## config.mk

```make
export PLATFORM = sky130hd
export DESIGN_NAME = ntt_addr_gen
export DESIGN_NICKNAME = d
export VERILOG_FILES = /design/src/hdl/ntt_addr_pkg.sv /design/src/hdl/ntt_step_if.sv /design/src/hdl/delay_line.sv /design/src/hdl/ntt_addr_gen.sv /design/src/hdl/ntt_read_addr.sv /design/src/hdl/ntt_sequencer.sv /design/src/hdl/ntt_twiddle_addr.sv /design/src/hdl/ntt_write_addr.sv
export SDC_FILE = /design/constraint.sdc
export NUM_CORES = 1
export LEC_CHECK = 0
export ABC_CLOCK_PERIOD_IN_PS = 5700
export BUFFER_PORTS_ARGS = -buffer_cell sky130_fd_sc_hd__buf_2
export CORE_ASPECT_RATIO = 0.7
export CORE_UTILIZATION = 54
export DETAILED_ROUTE_END_ITERATION = 8
export PLACE_DENSITY = 0.8
export SLEW_MARGIN = 10
export SYNTH_ARGS = -nofsm -noshare
export SYNTH_HDL_FRONTEND = slang
export SYNTH_SLANG_ARGS = --single-unit
```

## constraint.sdc

```tcl
create_clock -name clk -period 5.7 [get_ports clk]
set_clock_uncertainty 0.2 [all_clocks]
set_input_delay 0 -clock clk [delete_from_list [all_inputs] [get_ports clk]]
set_output_delay 0 -clock clk [all_outputs]
set_load 0.01 [all_outputs]
```

## src/hdl/ntt_addr_pkg.sv

```systemverilog
// ring geometry constants, address and counter types, sequencer state enum, butterfly address rule
package ntt_addr_pkg;

    // -------------------- ring geometry
    localparam int ring_depth = 5;                     // log2 N, N = 32
    localparam int pe_depth   = 1;                     // log2 of butterfly unit count
    localparam int bank_bits  = ring_depth - pe_depth; // word bits inside one bank
    localparam int loop_limit = ((1 << ring_depth) >> (pe_depth + 1)) - 1;
    localparam int half_shift = bank_bits - 2;         // twiddle jump base

    // -------------------- types
    typedef logic [bank_bits-1:0] bank_addr_t;  // word inside a bank
    typedef logic [bank_bits:0]   loop_t;       // loop counter
    typedef logic [bank_bits+1:0] mem_addr_t;   // {bank half, word}
    typedef logic [bank_bits+2:0] tw_addr_t;    // twiddle rom address
    typedef logic [4:0]           stage_t;

    typedef enum logic [1:0] {
        seq_idle,
        seq_run,
        seq_wait
    } seq_state_t;

    // lower word of a butterfly pair, plain loop once the span drops below one word
    function automatic bank_addr_t bfly_base(loop_t loop, stage_t stage);
        int    k;
        loop_t sum;
        if (stage < stage_t'(bank_bits - 1)) begin
            k   = bank_bits - 2 - int'(stage);
            sum = (loop >> 1) + ((loop >> (k + 1)) << k);
        end else begin
            sum = loop;
        end
        return bank_addr_t'(sum);
    endfunction

    // distance between the two words of a pair, 2^k in early stages
    function automatic bank_addr_t bfly_span(stage_t stage);
        if (stage < stage_t'(bank_bits - 1)) begin
            return bank_addr_t'(1) << (bank_bits - 2 - int'(stage));
        end
        return '0;
    endfunction

endpackage

```

## src/hdl/ntt_step_if.sv

```systemverilog
// interface with the per-cycle schedule from the sequencer to the address units
`timescale 1ns/1ps

interface ntt_step_if;
    import ntt_addr_pkg::*;

    logic   run;          // high in every run cycle
    loop_t  loop;         // valid while run
    stage_t stage;
    logic   stage_step;   // last wait cycle of a stage
    logic   last_stage;   // stage == ring_depth-1
    logic   penult_stage; // stage == ring_depth-2
    logic   go;           // start accepted in idle

    modport seq (
        output run, loop, stage,
        output stage_step, last_stage, penult_stage,
        output go
    );

    modport unit (
        input run, loop, stage,
        input stage_step, last_stage, penult_stage,
        input go
    );

endinterface

```

## src/hdl/delay_line.sv

```systemverilog
// reset-clearing shift register of configurable depth and width
`timescale 1ns/1ps

module delay_line #(
    parameter int depth = 1,
    parameter int width = 1
) (
    input  logic             clk,
    input  logic             reset,
    input  logic [width-1:0] d,
    output logic [width-1:0] q
);

    logic [width-1:0] taps [depth];  // taps[0] is the first register

    always_ff @(posedge clk or posedge reset) begin
        if (reset) begin
            for (int i = 0; i < depth; i++) begin
                taps[i] <= '0;
            end
        end else begin
            taps[0] <= d;
            for (int i = 1; i < depth; i++) begin
                taps[i] <= taps[i-1];
            end
        end
    end

    assign q = taps[depth-1];

endmodule

```

## src/hdl/ntt_addr_gen.sv

```systemverilog
// NTT address generator top level, sequencer, address units and output alignment
`timescale 1ns/1ps

module ntt_addr_gen #(
    parameter int pipe_delay  = 8,   // butterfly mul + reduce + stage latency
    parameter int wait_cycles = 16
) (
    input  logic                    clk,
    input  logic                    reset,
    input  logic                    start,
    output ntt_addr_pkg::mem_addr_t raddr0,
    output ntt_addr_pkg::tw_addr_t  raddr_tw,
    output ntt_addr_pkg::mem_addr_t waddr0,
    output ntt_addr_pkg::mem_addr_t waddr1,
    output logic                    wen0,
    output logic                    wen1,
    output logic                    brsel0,
    output logic                    brsel1,
    output logic                    brselen0,
    output logic                    brselen1,
    output logic                    ntt_finished
);
    import ntt_addr_pkg::*;

    localparam int odd_delay = pipe_delay + 1;  // odd side lags one cycle

    ntt_step_if step ();

    mem_addr_t rd_addr;
    tw_addr_t  tw_addr;
    mem_addr_t wr_even;
    mem_addr_t wr_odd;
    logic      wr_en;
    logic      wr_brsel;
    logic      wr_brselen;
    logic      seq_done;

    // -------------------- schedule and address units
    ntt_sequencer #(.wait_cycles(wait_cycles)) u_seq (
        .clk(clk), .reset(reset), .start(start), .step(step.seq), .done(seq_done)
    );

    ntt_read_addr u_rd (.clk(clk), .reset(reset), .step(step.unit), .raddr(rd_addr));

    ntt_twiddle_addr u_tw (.clk(clk), .reset(reset), .step(step.unit), .tw_addr(tw_addr));

    ntt_write_addr u_wr (
        .clk(clk), .reset(reset), .step(step.unit),
        .waddr_even(wr_even), .waddr_odd(wr_odd),
        .wen(wr_en), .brsel(wr_brsel), .brselen(wr_brselen)
    );

    // -------------------- read side, one output register
    delay_line #(.depth(1), .width($bits(mem_addr_t))) u_dl_raddr (
        .clk(clk), .reset(reset), .d(rd_addr), .q(raddr0)
    );
    delay_line #(.depth(1), .width($bits(tw_addr_t))) u_dl_tw (
        .clk(clk), .reset(reset), .d(tw_addr), .q(raddr_tw)
    );

    // -------------------- write side, butterfly latency
    delay_line #(.depth(pipe_delay), .width($bits(mem_addr_t))) u_dl_waddr0 (
        .clk(clk), .reset(reset), .d(wr_even), .q(waddr0)
    );
    delay_line #(.depth(odd_delay), .width($bits(mem_addr_t))) u_dl_waddr1 (
        .clk(clk), .reset(reset), .d(wr_odd), .q(waddr1)
    );
    delay_line #(.depth(pipe_delay), .width(1)) u_dl_wen0 (
        .clk(clk), .reset(reset), .d(wr_en), .q(wen0)
    );
    delay_line #(.depth(odd_delay), .width(1)) u_dl_wen1 (
        .clk(clk), .reset(reset), .d(wr_en), .q(wen1)
    );
    delay_line #(.depth(pipe_delay), .width(1)) u_dl_brsel0 (
        .clk(clk), .reset(reset), .d(wr_brsel), .q(brsel0)
    );
    delay_line #(.depth(odd_delay), .width(1)) u_dl_brsel1 (
        .clk(clk), .reset(reset), .d(wr_brsel), .q(brsel1)
    );
    delay_line #(.depth(pipe_delay), .width(1)) u_dl_brselen0 (
        .clk(clk), .reset(reset), .d(wr_brselen), .q(brselen0)
    );
    delay_line #(.depth(odd_delay), .width(1)) u_dl_brselen1 (
        .clk(clk), .reset(reset), .d(wr_brselen), .q(brselen1)
    );

    // finish flag trails the sequencer done by 4
    delay_line #(.depth(4), .width(1)) u_dl_finish (
        .clk(clk), .reset(reset), .d(seq_done), .q(ntt_finished)
    );

endmodule

```

## src/hdl/ntt_read_addr.sv

```systemverilog
// read address unit, butterfly word order plus read bank-half toggle
`timescale 1ns/1ps

module ntt_read_addr (
    input  logic                    clk,
    input  logic                    reset,
    ntt_step_if.unit                step,
    output ntt_addr_pkg::mem_addr_t raddr
);
    import ntt_addr_pkg::*;

    bank_addr_t word;     // word inside the bank
    logic [1:0] half;     // ping-pong bank half
    bank_addr_t base;
    bank_addr_t span;

    // pair base and spacing for the current stage
    assign base = bfly_base(step.loop, step.stage);
    assign span = bfly_span(step.stage);

    assign raddr = {half, word};

    // -------------------- word address
    always_ff @(posedge clk or posedge reset) begin
        if (reset) begin
            word <= '0;
        end else if (step.go || step.stage_step) begin
            word <= '0;
        end else if (step.run) begin
            // odd loops take the upper word of the pair
            word <= step.loop[0] ? base + span : base;
        end
    end

    // -------------------- bank half
    always_ff @(posedge clk or posedge reset) begin
        if (reset) begin
            half <= 2'b00;
        end else if (step.go) begin
            half <= 2'b00;
        end else if (step.stage_step) begin
            half <= {half[1], ~half[0]};  // swap read/write halves each stage
        end
    end

endmodule

```

## src/hdl/ntt_sequencer.sv

```systemverilog
// idle/run/wait FSM with stage, loop and wait counters and the done pulse
`timescale 1ns/1ps

module ntt_sequencer #(
    parameter int wait_cycles = 16
) (
    input  logic    clk,
    input  logic    reset,
    input  logic    start,
    ntt_step_if.seq step,
    output logic    done
);
    import ntt_addr_pkg::*;

    localparam int wait_w = (wait_cycles > 1) ? $clog2(wait_cycles) : 1;

    seq_state_t        state;
    stage_t            stage;
    loop_t             loop;
    logic [wait_w-1:0] wait_cnt;
    logic              wait_end;   // last cycle of the wait phase

    assign wait_end = (state == seq_wait) && (wait_cnt == wait_w'(wait_cycles - 1));

    // -------------------- schedule flags
    assign step.run          = (state == seq_run);
    assign step.loop         = loop;
    assign step.stage        = stage;
    assign step.stage_step   = wait_end;
    assign step.last_stage   = (stage == stage_t'(ring_depth - 1));
    assign step.penult_stage = (stage == stage_t'(ring_depth - 2));
    assign step.go           = (state == seq_idle) && start; // start ignored outside idle

    // -------------------- state machine
    always_ff @(posedge clk or posedge reset) begin
        if (reset) begin
            state <= seq_idle;
        end else begin
            case (state)
                seq_idle: begin
                    if (start) begin
                        state <= seq_run;
                    end
                end
                seq_run: begin
                    if (loop == loop_t'(loop_limit)) begin
                        state <= seq_wait;  // last butterfly pair issued
                    end
                end
                seq_wait: begin
                    if (wait_end) begin
                        state <= step.last_stage ? seq_idle : seq_run;
                    end
                end
                default: state <= seq_idle;
            endcase
        end
    end

    // -------------------- stage / loop / wait counters
    always_ff @(posedge clk or posedge reset) begin
        if (reset) begin
            stage    <= '0;
            loop     <= '0;
            wait_cnt <= '0;
            done     <= 1'b0;
        end else begin
            if (step.go) begin
                stage <= '0;
                loop  <= '0;
            end else if (wait_end) begin
                loop  <= '0;
                stage <= step.last_stage ? stage_t'(0) : stage + 1'b1;
            end else if ((state == seq_run) && (loop != loop_t'(loop_limit))) begin
                loop <= loop + 1'b1;
            end
            wait_cnt <= ((state == seq_wait) && !wait_end) ? wait_cnt + 1'b1 : '0;
            done     <= wait_end && step.last_stage; // one cycle after leaving last wait
        end
    end

endmodule

```

## src/hdl/ntt_twiddle_addr.sv

```systemverilog
// twiddle factor address counter
`timescale 1ns/1ps

module ntt_twiddle_addr (
    input  logic                   clk,
    input  logic                   reset,
    ntt_step_if.unit               step,
    output ntt_addr_pkg::tw_addr_t tw_addr
);
    import ntt_addr_pkg::*;

    loop_t    mask;   // loop bits that close a twiddle group
    tw_addr_t jump;   // stride between paired twiddles
    logic     step_en;

    assign mask    = loop_t'(loop_limit) >> step.stage;
    assign jump    = tw_addr_t'(1 << half_shift) >> step.stage;
    assign step_en = step.run && (step.loop != loop_t'(loop_limit));

    // -------------------- counter
    always_ff @(posedge clk or posedge reset) begin
        if (reset) begin
            tw_addr <= '0;
        end else if (step.go) begin
            tw_addr <= '0;
        end else if (step_en) begin
            if ((step.loop & mask) == mask) begin
                tw_addr <= tw_addr + 1'b1;         // group closed
            end else if (!step.loop[0]) begin
                tw_addr <= tw_addr + jump;          // even loop, jump ahead
            end else begin
                tw_addr <= tw_addr + 1'b1 - jump;   // odd loop, come back
            end
        end else if (step.stage_step) begin
            // next stage starts one above, wrap after the last one
            tw_addr <= step.last_stage ? tw_addr_t'(0) : tw_addr + 1'b1;
        end
    end

endmodule

```

## src/hdl/ntt_write_addr.sv

```systemverilog
// even/odd write addresses, write bank half, write enable and bank select
`timescale 1ns/1ps

module ntt_write_addr (
    input  logic                    clk,
    input  logic                    reset,
    ntt_step_if.unit                step,
    output ntt_addr_pkg::mem_addr_t waddr_even,
    output ntt_addr_pkg::mem_addr_t waddr_odd,
    output logic                    wen,
    output logic                    brsel,
    output logic                    brselen
);
    import ntt_addr_pkg::*;

    bank_addr_t word_even;
    bank_addr_t word_odd;
    logic [1:0] half;       // write bank half
    bank_addr_t base;
    bank_addr_t span;

    assign base = bfly_base(step.loop, step.stage);
    assign span = bfly_span(step.stage);

    assign waddr_even = {half, word_even};
    assign waddr_odd  = {half, word_odd};

    // -------------------- pair addresses
    always_ff @(posedge clk or posedge reset) begin
        if (reset) begin
            word_even <= '0;
            word_odd  <= '0;
        end else if (step.go) begin
            word_even <= '0;
            word_odd  <= bank_addr_t'(1 << (bank_bits - 1)); // upper half of the bank
        end else if (step.stage_step) begin
            word_even <= '0;
            word_odd  <= '0;
        end else if (step.run) begin
            word_even <= base;
            word_odd  <= base + span;  // same as even in late stages
        end
    end

    // -------------------- bank half
    always_ff @(posedge clk or posedge reset) begin
        if (reset) begin
            half <= 2'b00;
        end else if (step.go) begin
            half <= 2'b01;  // first stage writes the opposite half
        end else if (step.stage_step) begin
            if (step.penult_stage) begin
                half <= 2'b10;  // final stage lands in the output half
            end else begin
                half <= {half[1], ~half[0]};
            end
        end
    end

    // -------------------- enables and bank select
    always_ff @(posedge clk or posedge reset) begin
        if (reset) begin
            wen     <= 1'b0;
            brsel   <= 1'b0;
            brselen <= 1'b0;
        end else begin
            wen     <= step.run;
            brselen <= step.run;
            brsel   <= step.run && step.loop[0];  // alternate even/odd bram
        end
    end

endmodule

```

Word level (Yosys, flattened, before mapping)
Index checks and enable logic that the tools add are counted. Widths: inputs -> output; s select.

Bits in registers: 179. Output and inout port bits: 32. Input bits: 3. Logic and storage cells: 138.

$lt $le $gt $ge: 1. Mux-type cells: 36. Reduce and logical (&&, ||, !) cells: 16. Shift operators: 5. Add/subtract/negate cells: 10. Bitwise gates (word level): 3. Equal/unequal tests: 11.

Operator list (number): $mux 4 (13); $mux 7 (6); $add 32x2->32 const B (1); $shl 1x32->4 const A (1); $shl 5x32->4 (1); $shr 5x32->5 (1); $mux 5 (6); $mux 2 (7); $add 5x1->5 const B (2); $eq 5x3->1 const B (2); $add 4x4->4 (2); $add 7x1->7 const B (1); $add 7x7->7 (1); $shr 3x5->7 const A (1); $sub 7x7->7 (1); $logic_and 1x1->1 (6); $pmux 2 s3 (1); $reduce_bool 2->1 (3); $reduce_bool 3->1 (2); $sub 2x5->6 const A (1); $and 5x5->5 (1); $eq 5x2->1 const B (1); $eq 5x5->1 (1); $lt 5x2->1 const B (1); other kinds (15) (19).

Logic depth before layout (Yosys ltp)
Gate-level depths: netlist of run 1.

Depth in word-level cells: 10. Mapped depth: 23. Depth with buffers taken out: 21.

By module
From an unflattened synthesis of run 1, not the netlist that was laid out.

Cell total of the unflattened synthesis: 757. Area total of the unflattened synthesis: 9061.2 um^2.

Modules (own cells, without submodules): ntt_write_addr (instances 1, cells each 159, area an instance 1413.9 um^2); delay_line (u_dl_waddr1) (instances 1, cells each 61, area an instance 1400.1 um^2); delay_line (u_dl_waddr0) (instances 1, cells each 55, area an instance 1249.9 um^2); ntt_twiddle_addr (instances 1, cells each 171, area an instance 1224.9 um^2); ntt_read_addr (instances 1, cells each 144, area an instance 1126.1 um^2); ntt_sequencer (instances 1, cells each 90, area an instance 910.9 um^2); delay_line (u_dl_brsel1 ...) (instances 3, cells each 10, area an instance 229.0 um^2); delay_line (u_dl_brsel0 ...) (instances 3, cells each 9, area an instance 203.9 um^2); delay_line (u_dl_tw) (instances 1, cells each 8, area an instance 178.9 um^2); delay_line (u_dl_raddr) (instances 1, cells each 7, area an instance 153.9 um^2); delay_line (u_dl_finish) (instances 1, cells each 5, area an instance 103.8 um^2).

Least setup slack after synthesis of run 1
OpenSTA, ideal clock, no wires.

Kind: reg2reg. From: reg u_seq.stage[0] (netlist: u_seq.step.stage[0]). To: reg u_rd.word[3]. Library setup time: 0.104 ns. Path buffers: 2. Setup slack: 0.299 ns. Clock period less this slack: 5.401 ns. Cell stages (with the launch flop): 24. Arrival time: 5.098 ns. Path through: dfrtp_1 > buf_2 > inv_1 > ha_1 > buf_2 > nor2_1 > nand3_1 > ha_1 > nor4b_1 > nand4b_1 > mux2i_1 > a21oi_1 > nor4_1 > and2_1 > ha_1 > fa_1 > mux2_2 > ha_1 > a21o_1 > a21oi_1 > xnor2_1 > nand2_1 > xor3_1 > a221oi_1.

Longest elaborated chain between the ends: 10.

RTL lines: start: declaration (line ntt_sequencer.sv:18) `stage_t stage;`; start signal: assignment (line ntt_sequencer.sv:73) `stage <= step.last_stage ? stage_t'(0) : stage + 1'b1;`; $sub 2x5->6 (line ntt_addr_pkg.sv:29, ntt_addr_pkg.sv:40); $add 32x2->32 (line ntt_addr_pkg.sv:30) `sum = (loop >> 1) + ((loop >> (k + 1)) << k);`; $shr 5x32->5 (line ntt_addr_pkg.sv:30); $shl 5x32->4 (line ntt_addr_pkg.sv:30); $add 4x4->4 (line ntt_addr_pkg.sv:30); $mux 4 (line ntt_addr_pkg.sv:28) `if (stage < stage_t'(bank_bits - 1)) begin`; $add 4x4->4 (line ntt_read_addr.sv:31) `word <= step.loop[0] ? base + span : base;`; $mux 4 * (line ntt_read_addr.sv:31); $mux 4 * (line ntt_read_addr.sv:29) `end else if (step.run) begin`; $mux 4 * (line ntt_read_addr.sv:27) `end else if (step.go || step.stage_step) begin`; end signal: assignment (line ntt_read_addr.sv:31); end: declaration (line ntt_read_addr.sv:12) `bank_addr_t word;`.

Every way passes the cells marked *; elsewhere a longest branch is shown, timed or not. The select of a mux whose other input is x is not followed. A chain may end at the register's enable or synchronous reset.

Final worst setup path of run 1
From: reg u_seq.stage[1] (netlist: u_seq.step.stage[1]). To: reg u_rd.word[3].

Same word-level chain as after synthesis.

==> impl_metrics.csv, run 1 <==
group,metric,value,unit
sta,worst_slack,488.4,ps
placed_design,place_ws,-18.14,ps
power_and_ir_drop,power.leakage,3.397,nW
global_route,grt_pass1_vias,4005,
flow_run,cap_violations,0,
sta,max_slew.worst_pin.slew,945.5,ps
logic_synthesis,ys_ff_latch,161,
routing,wl_per_cell,19.10,um
cts,cts_sinks,161,
cts,cts_root_buffer,"clkbuf_16",
logic_synthesis,ys.flop_type,"dfrtp_1",
routing,ant_nets,0,
die,die_x,131.4,um
setup_path,worstPathArrival,5340,ps
logic_synthesis,synth_enable_flop_cells,0,
placed_design,port_buffers,33,
logic_synthesis,synthesis.area,6332,um^2
global_route,globalRoute.totalOverflow,0,
routing,via_per_inst,5.659,
cts,cts_tree,"done",
routing,num_vias,3961,
sta,slew_viol_final,0,
layout,final_core_util,64.77,%
placed_design,place.gp.congestion,0.9197,
die,start_util,56.48,%
power_and_ir_drop,ir_worst_vdd,0.2988,mV
logic_synthesis,yosysMostFrequentCell,"dfrtp_1",
logic_synthesis,yosys_warnings,0,
cts,cts_max_path_buffers,2,
global_route,antenna_found_initial,2,
layout,layout-drive-gt1-share,20.11,%
placed_design,dp_hpwl,7668,um
layout,nets,564,
sta,fin_crit,5212,ps
setup_path,crit_path_end_kind,"register",
run_status,status,"complete, no violations",
global_route,grt_pass1_wl,21310,um
sta,fin_crit_sh,91.43,%
sta,relSlewSlack,36.97,%
cts,cts.clk_slew.worst_paths,80,ps
sta,rsz0062_at_grt,"false",
logic_synthesis,synth_top_area_cell,"dfrtp_1",
hold_path,hold_path.class,"in2async",
setup_path,critical_path_class,"reg2reg",
die,ioPinCount,35,
logic_synthesis,postSynthNetCount,526,
routing,dr.pass1.iters,5,
global_route,track_usage,23.83,%
global_route,grt_max_degree,113,
routing,drt_iter0_markers,242,
die,die-area,12170,um^2
sta,fmax,0.1919,GHz
power_and_ir_drop,cellPowerDensity,532.4,nW/um^2
die,coreArea,11210,um^2
setup_path,start_kind,"register",
logic_synthesis,synthDistinctLibCells,67,
layout,diodes,0,
logic_synthesis,synth_top_area_share,63.62,%
placed_design,dp_cells,664,
setup_path,required,5830,ps
logic_synthesis,syn_inst,497,
die,die_h,92.60,um
sta,setup_viol,0,
cts,cts_buffers,17,
logic_synthesis,synthTopCellsByCount,"dfrtp_1, nand2_1, nor2_1",
sta,hold_viol,0,
routing,drc_errors,0,
logic_synthesis,async_reset_ff_share,100.0,%
sta,setup_tns,0,ps
cts,ctsHtreeMaxLevel,4,
setup_path,critical_path.max_fanout,5,
logic_synthesis,yosys-top-cells-area,"dfrtp_1, ha_1, xnor2_1, nand2_1, a21oi_1",
layout,stdcell_count,700,
layout,syn_to_final_growth,14.66,%
logic_synthesis,ys_seq_area_share,63.62,%
cts,clkLatencyLatePin,440,ps
routing,finalWirelength,13370,um
layout,fill_cells,809,
die,core.rowCount,32,
logic_synthesis,syn_avg_cell_area,12.74,um^2
metrics by stage:
stage,hold WS (ps),instance area [um^2],total power [W]
global route,146.9,7261,0.004056
CTS,144.2,7192,0.003866
finish,135.9,7261,0.003865
detailed placement,86.14,6570,0.002639
floorplan,131.2,6332,0.002414
global placement,56.94,6570,0.002585
worst max-delay path: stages, from the launching register on:
cell      delay, ps
dfrtp_1         420
ha_2            240
nand2b_1        120
or3_1           370
ha_1            200
nor4b_2         260
buf_4           160
nand4b_1         80
mux2i_1         210
a21oi_1         110
nor4_2          170
and2_1          170
ha_1            180
fa_1            420
mux2_2          320
ha_1            300
a21o_1          180
a21oi_2         200
xnor2_2         170
nand2_1         130
xor3_1          230
a221oi_2        280
power by group:
group | total (W) | leakage [nW] | internal [W] | switching [W]
logic | 0.000922 | 1.10 | 0.000376 | 0.000546
clock network | 0.00117 | 0.286 | 0.000658 | 0.000510
registers | 0.00178 | 2.01 | 0.00154 | 0.000236
total | 0.00387 | 3.40 | 0.00257 | 0.00129
layout make-up:
class | instances | area, um^2 | share of cell area [%]
timing repair buffer | 52 | 312.8 | 4.308
tap | 153 | 191.4 | 2.637
inverter | 12 | 50.05 | 0.6893
multi-input combinational | 291 | 2082 | 28.67
clock buffer | 17 | 425.4 | 5.859
clock inverter | 14 | 168.9 | 2.326
sequential | 161 | 4030 | 55.51
cells by family (layout without fill, tap and decap cells):
kind of cell	count (synthesis)	in the layout	share of synthesized area, %
DFF	161	161	63.62
and+or+nand+nor	140	140	11.32
AOI/OAI and AO/OA	86	86	8.813
buffers and inverters	45	95	4.327
xor gates and xnor gates	30	30	4.722
adders and majority gates	26	26	5.612
muxes	8	8	1.521
other	1	1	0.05922
layout by cell type, fill, tap and decap left out, types with 3 or more instances in the layout:
| master | synthesis | layout |
|---|---|---|
| o21ai_1 | 8 | 8 |
| fa_1 | 4 | 4 |
| nor3_1 | 8 | 8 |
| mux2_2 | 3 | 3 |
| o22ai_1 | 5 | 4 |
| a221oi_1 | 4 | 3 |
| a32oi_1 | 3 | 3 |
| dfrtp_1 | 161 | 160 |
| inv_1 | 10 | 9 |
| clkbuf_16 | 0 | 17 |
| buf_2 | 6 | 33 |
| nand4_1 | 4 | 4 |
| xor2_1 | 8 | 8 |
| nand2b_1 | 8 | 8 |
| or3_1 | 4 | 3 |
| nand2_1 | 40 | 40 |
| a21boi_1 | 3 | 3 |
| and2_1 | 3 | 3 |
| nor2_1 | 31 | 30 |
| a21o_1 | 6 | 6 |
| inv_6 | 0 | 7 |
| a21oi_1 | 24 | 23 |
| ha_1 | 22 | 21 |
| and3_1 | 4 | 4 |
| xnor2_1 | 19 | 18 |
| o21ai_0 | 14 | 14 |
| nor2b_1 | 5 | 5 |
| mux2i_1 | 4 | 4 |
| buf_4 | 16 | 17 |
| nand3_1 | 14 | 14 |
worst paths after layout:
check | startpoint | end | slack (ps) | cells after the start
setup / recovery | u_seq.step.stage[1] | u_rd.word[3] | 490 | 21
hold / removal | reset | u_dl_waddr1.q[0] | 140 | 3
setup reg to reg | u_seq.step.stage[1] | u_rd.word[3] | 490 | 21
hold reg to reg | u_dl_waddr0.taps[25] | u_dl_waddr0.taps[19] | 140 | 0
max in group asynchronous | reset | u_seq.step.stage[0] | 3930 | 4
min in group clk | u_dl_waddr0.taps[25] | u_dl_waddr0.taps[19] | 140 | 0
registers in the layout, indices dropped and copies added (netlist names), 5 cells and up:
name              count
u_dl_raddr.q          5
u_dl_tw.q             7
u_dl_waddr0.q         5
u_dl_waddr0.taps     35
u_dl_waddr1.q         6
u_dl_waddr1.taps     40
u_dl_wen1.taps        6
u_seq.step.loop       5
u_seq.step.stage      5
u_tw.tw_addr          7
metal layers:
metal	wire [um]	vias to the layer above	track usage, %	share of wire, %
li1	-	1776	-	-
met1	6103	2010	33.51	46
met2	6226	160	35.76	47
met3	902	15	6.787	6.7
met4	138	0	8.236	1.0
met5	0	-	0	0
what timing repair did:
item                                   4_1_cts  5_1_grt
setup endpoints to repair                    1        2
gates resized for setup                      2        9
gates cloned                                 0        0
pin swaps                                    0        2
buffers inserted                             0        3
endpoints found under the hold margin      112        0
hold buffers                                 2        0
No activity file was read; power rests on OpenSTA's default activity.
==> run 2: changes to the inputs <==
--- a/config.mk
+++ b/config.mk
@@ -10,7 +10,7 @@
 export CORE_ASPECT_RATIO = 0.7
 export CORE_UTILIZATION = 54
 export DETAILED_ROUTE_END_ITERATION = 8
-export PLACE_DENSITY = 0.8
+export PLACE_DENSITY = 0.75
 export SLEW_MARGIN = 10
 export SYNTH_ARGS = -nofsm -noshare
 export SYNTH_HDL_FRONTEND = slang
==> run 2 against run 1 <==
Against the previous run: critical path depth grew 1; utilization up 0.18 points; register-to-register slack worse by 100 ps; global-route usage shrank 0.87 points; final area is 0.28% higher; non-clock buffer count shrank 1; worst setup slack worse by 100 ps; clock power barely moved; flip-flop and latch count unchanged; sequential power hardly changed; critical path type unchanged.
==> impl_metrics.csv, run 2 (synthesized netlist as in run 1, its figures left out) <==
group,metric,value,unit
sta,hold_viol,0,
hold_path,hold_path.class,"in2async",
routing,dr.pass1.iters,6,
cts,cts.clk_slew.worst_paths,80,ps
routing,drc_errors,0,
power_and_ir_drop,cellPowerDensity,525.1,nW/um^2
die,die_h,92.60,um
routing,num_vias,3894,
layout,syn_to_final_growth,14.98,%
cts,ctsHtreeMaxLevel,4,
global_route,antenna_found_initial,0,
setup_path,start_kind,"register",
power_and_ir_drop,ir_worst_vdd,0.2582,mV
routing,wl_per_cell,18.28,um
layout,regMostFlops,"u_dl_waddr1.taps",
layout,diodes,0,
routing,drt_iter0_markers,262,
placed_design,port_buffers,33,
routing,ant_nets,0,
sta,max_slew.worst_pin.slew,848.0,ps
routing,routed.top_layer,"met4",
sta,fin_crit_sh,93.21,%
global_route,globalRoute.totalOverflow,0,
placed_design,dp_cells,663,
sta,setup_tns,0,ps
cts,cts_buffers,17,
layout,largest_reg_flops,40,
sta,relSlewSlack,43.47,%
layout,stdcell_count,700,
sta,fin_crit,5313,ps
die,start_util,56.48,%
setup_path,critical_path.max_fanout,13,
cts,cts_tree,"done",
layout,fill_cells,802,
placed_design,place.gp.congestion,0.9133,
die,die-area,12170,um^2
layout,layout-drive-gt1-share,20.29,%
placed_design,dp_hpwl,7578,um
routing,wl_met3,771,um
routing,wl_met2,6053,um
cts,cts_sinks,161,
cts,clkLatencyLatePin,420,ps
routing,via_per_inst,5.563,
global_route,track_usage,22.96,%
layout,final_cell_mix,"dfrtp_1, nand2_1, buf_2",
sta,rsz0062_at_grt,"false",
power_and_ir_drop,p_total,0.003823,W
sta,setup_viol,0,
run_status,status,"complete, no violations",
power_and_ir_drop,power.leakage,3.415,nW
sta,whs,101.1,ps
sta,slew_viol_final,0,
setup_path,required,5830,ps
layout,top_regs,"u_dl_waddr1.taps x40, u_dl_waddr0.taps x35",
routing,finalWirelength,12800,um
die,core.rowCount,32,
global_route,grt_max_degree,103,
setup_path,r2r-end,"u_rd.word[3]",
setup_path,reg2reg_from,"u_seq.step.stage[0]",
cts,cts_max_path_buffers,2,
routing,wl_met1,5734,um
die,ioPinCount,35,
flow_run,cap_violations,0,
cts,cts_root_buffer,"clkbuf_16",
setup_path,crit_path_end_kind,"register",
global_route,grt_pass1_vias,3970,
setup_path,worstPathArrival,5440,ps
die,die_x,131.4,um
global_route,grt_pass1_wl,20990,um
setup_path,critical_path_class,"reg2reg",
die,coreArea,11210,um^2
setup_path,r2r_cells,22,
sta,fmax,0.1882,GHz
layout,nets,563,
setup_path,r2r_slack,390,ps
layout,final_common_cell,"dfrtp_1",
run 2: changes by cell type in the layout (fill, tap and decap cells not counted), sizes merged:
cell / previous run / this run
bufinv: 2 / 0
clkinv: 3 / 5
buf: 50 / 49
inv: 19 / 20
run 2: worst max path at each step:
stage                        startpoint           end  slack (ps)  cells past startpoint
floorplan           u_seq.step.stage[0]  u_rd.word[3]         300                     23
global placement    u_seq.step.stage[0]  u_rd.word[3]         160                     20
detailed placement  u_seq.step.stage[0]  u_rd.word[3]        -100                     21
CTS                 u_seq.step.stage[0]  u_rd.word[3]          20                     22
global route        u_seq.step.stage[0]  u_rd.word[3]         110                     22
finish              u_seq.step.stage[0]  u_rd.word[3]         390                     22
run 2: cell type report:
type                            count  area [um^2]  area share (%)
Clock inverter                     15        178.9           2.457
Clock buffer                       17        425.4           5.843
Timing Repair Buffer               51        305.3           4.193
Inverter                           12        50.05          0.6874
Multi-Input combinational cell    291         2098           28.82
Sequential cell                   161         4031           55.37
Tap cell                          153        191.4           2.629
run 2: worst max-delay path, stage by stage (launching register included):
cell	delay [ps]
dfrtp_2	470
buf_4	150
buf_4	180
a21oi_4	180
inv_2	140
ha_1	300
nor4b_1	230
buf_4	170
nand4b_1	110
mux2i_2	190
a21oi_1	100
nor4_2	260
and2_1	180
ha_1	180
fa_1	420
mux2_2	320
ha_1	290
a21o_1	180
a21oi_2	190
xnor2_2	170
nand2_1	130
xor3_1	220
a221oi_2	250
run 2: through the flow:
step / setup slack, ps / instance area [um^2] / util [%]
3_3_place_gp: 164.6 / 6563 / 58.54
5_1_grt: 105.3 / 7281 / 64.94
3_5_place_dp: -104.5 / 6563 / 58.54
4_1_cts: 24.37 / 7194 / 64.17
2_1_floorplan: 298.6 / 6332 / -
6_report: 387.3 / 7281 / 64.94
run 2: where the power goes:
group          internal (W)  switching, W
logic              0.000375      0.000546
registers           0.00154      0.000222
clock network      0.000597      0.000545
total               0.00251       0.00131
run 2: layer usage:
layer  vias up  GRT usage, %
met3        24         4.543
li1       1778             -
met2       127         36.20
met5         -             0
met1      1965         31.93
met4         0         8.527
run 2: what timing repair did:
item / in CTS / in global routing
resized for setup: 2 / 12
endpoints found under the setup margin: 1 / 2
setup buffers: 0 / 3
hold buffers: 2 / 0
pin swaps: 0 / 1
endpoints found under the hold margin: 102 / 0
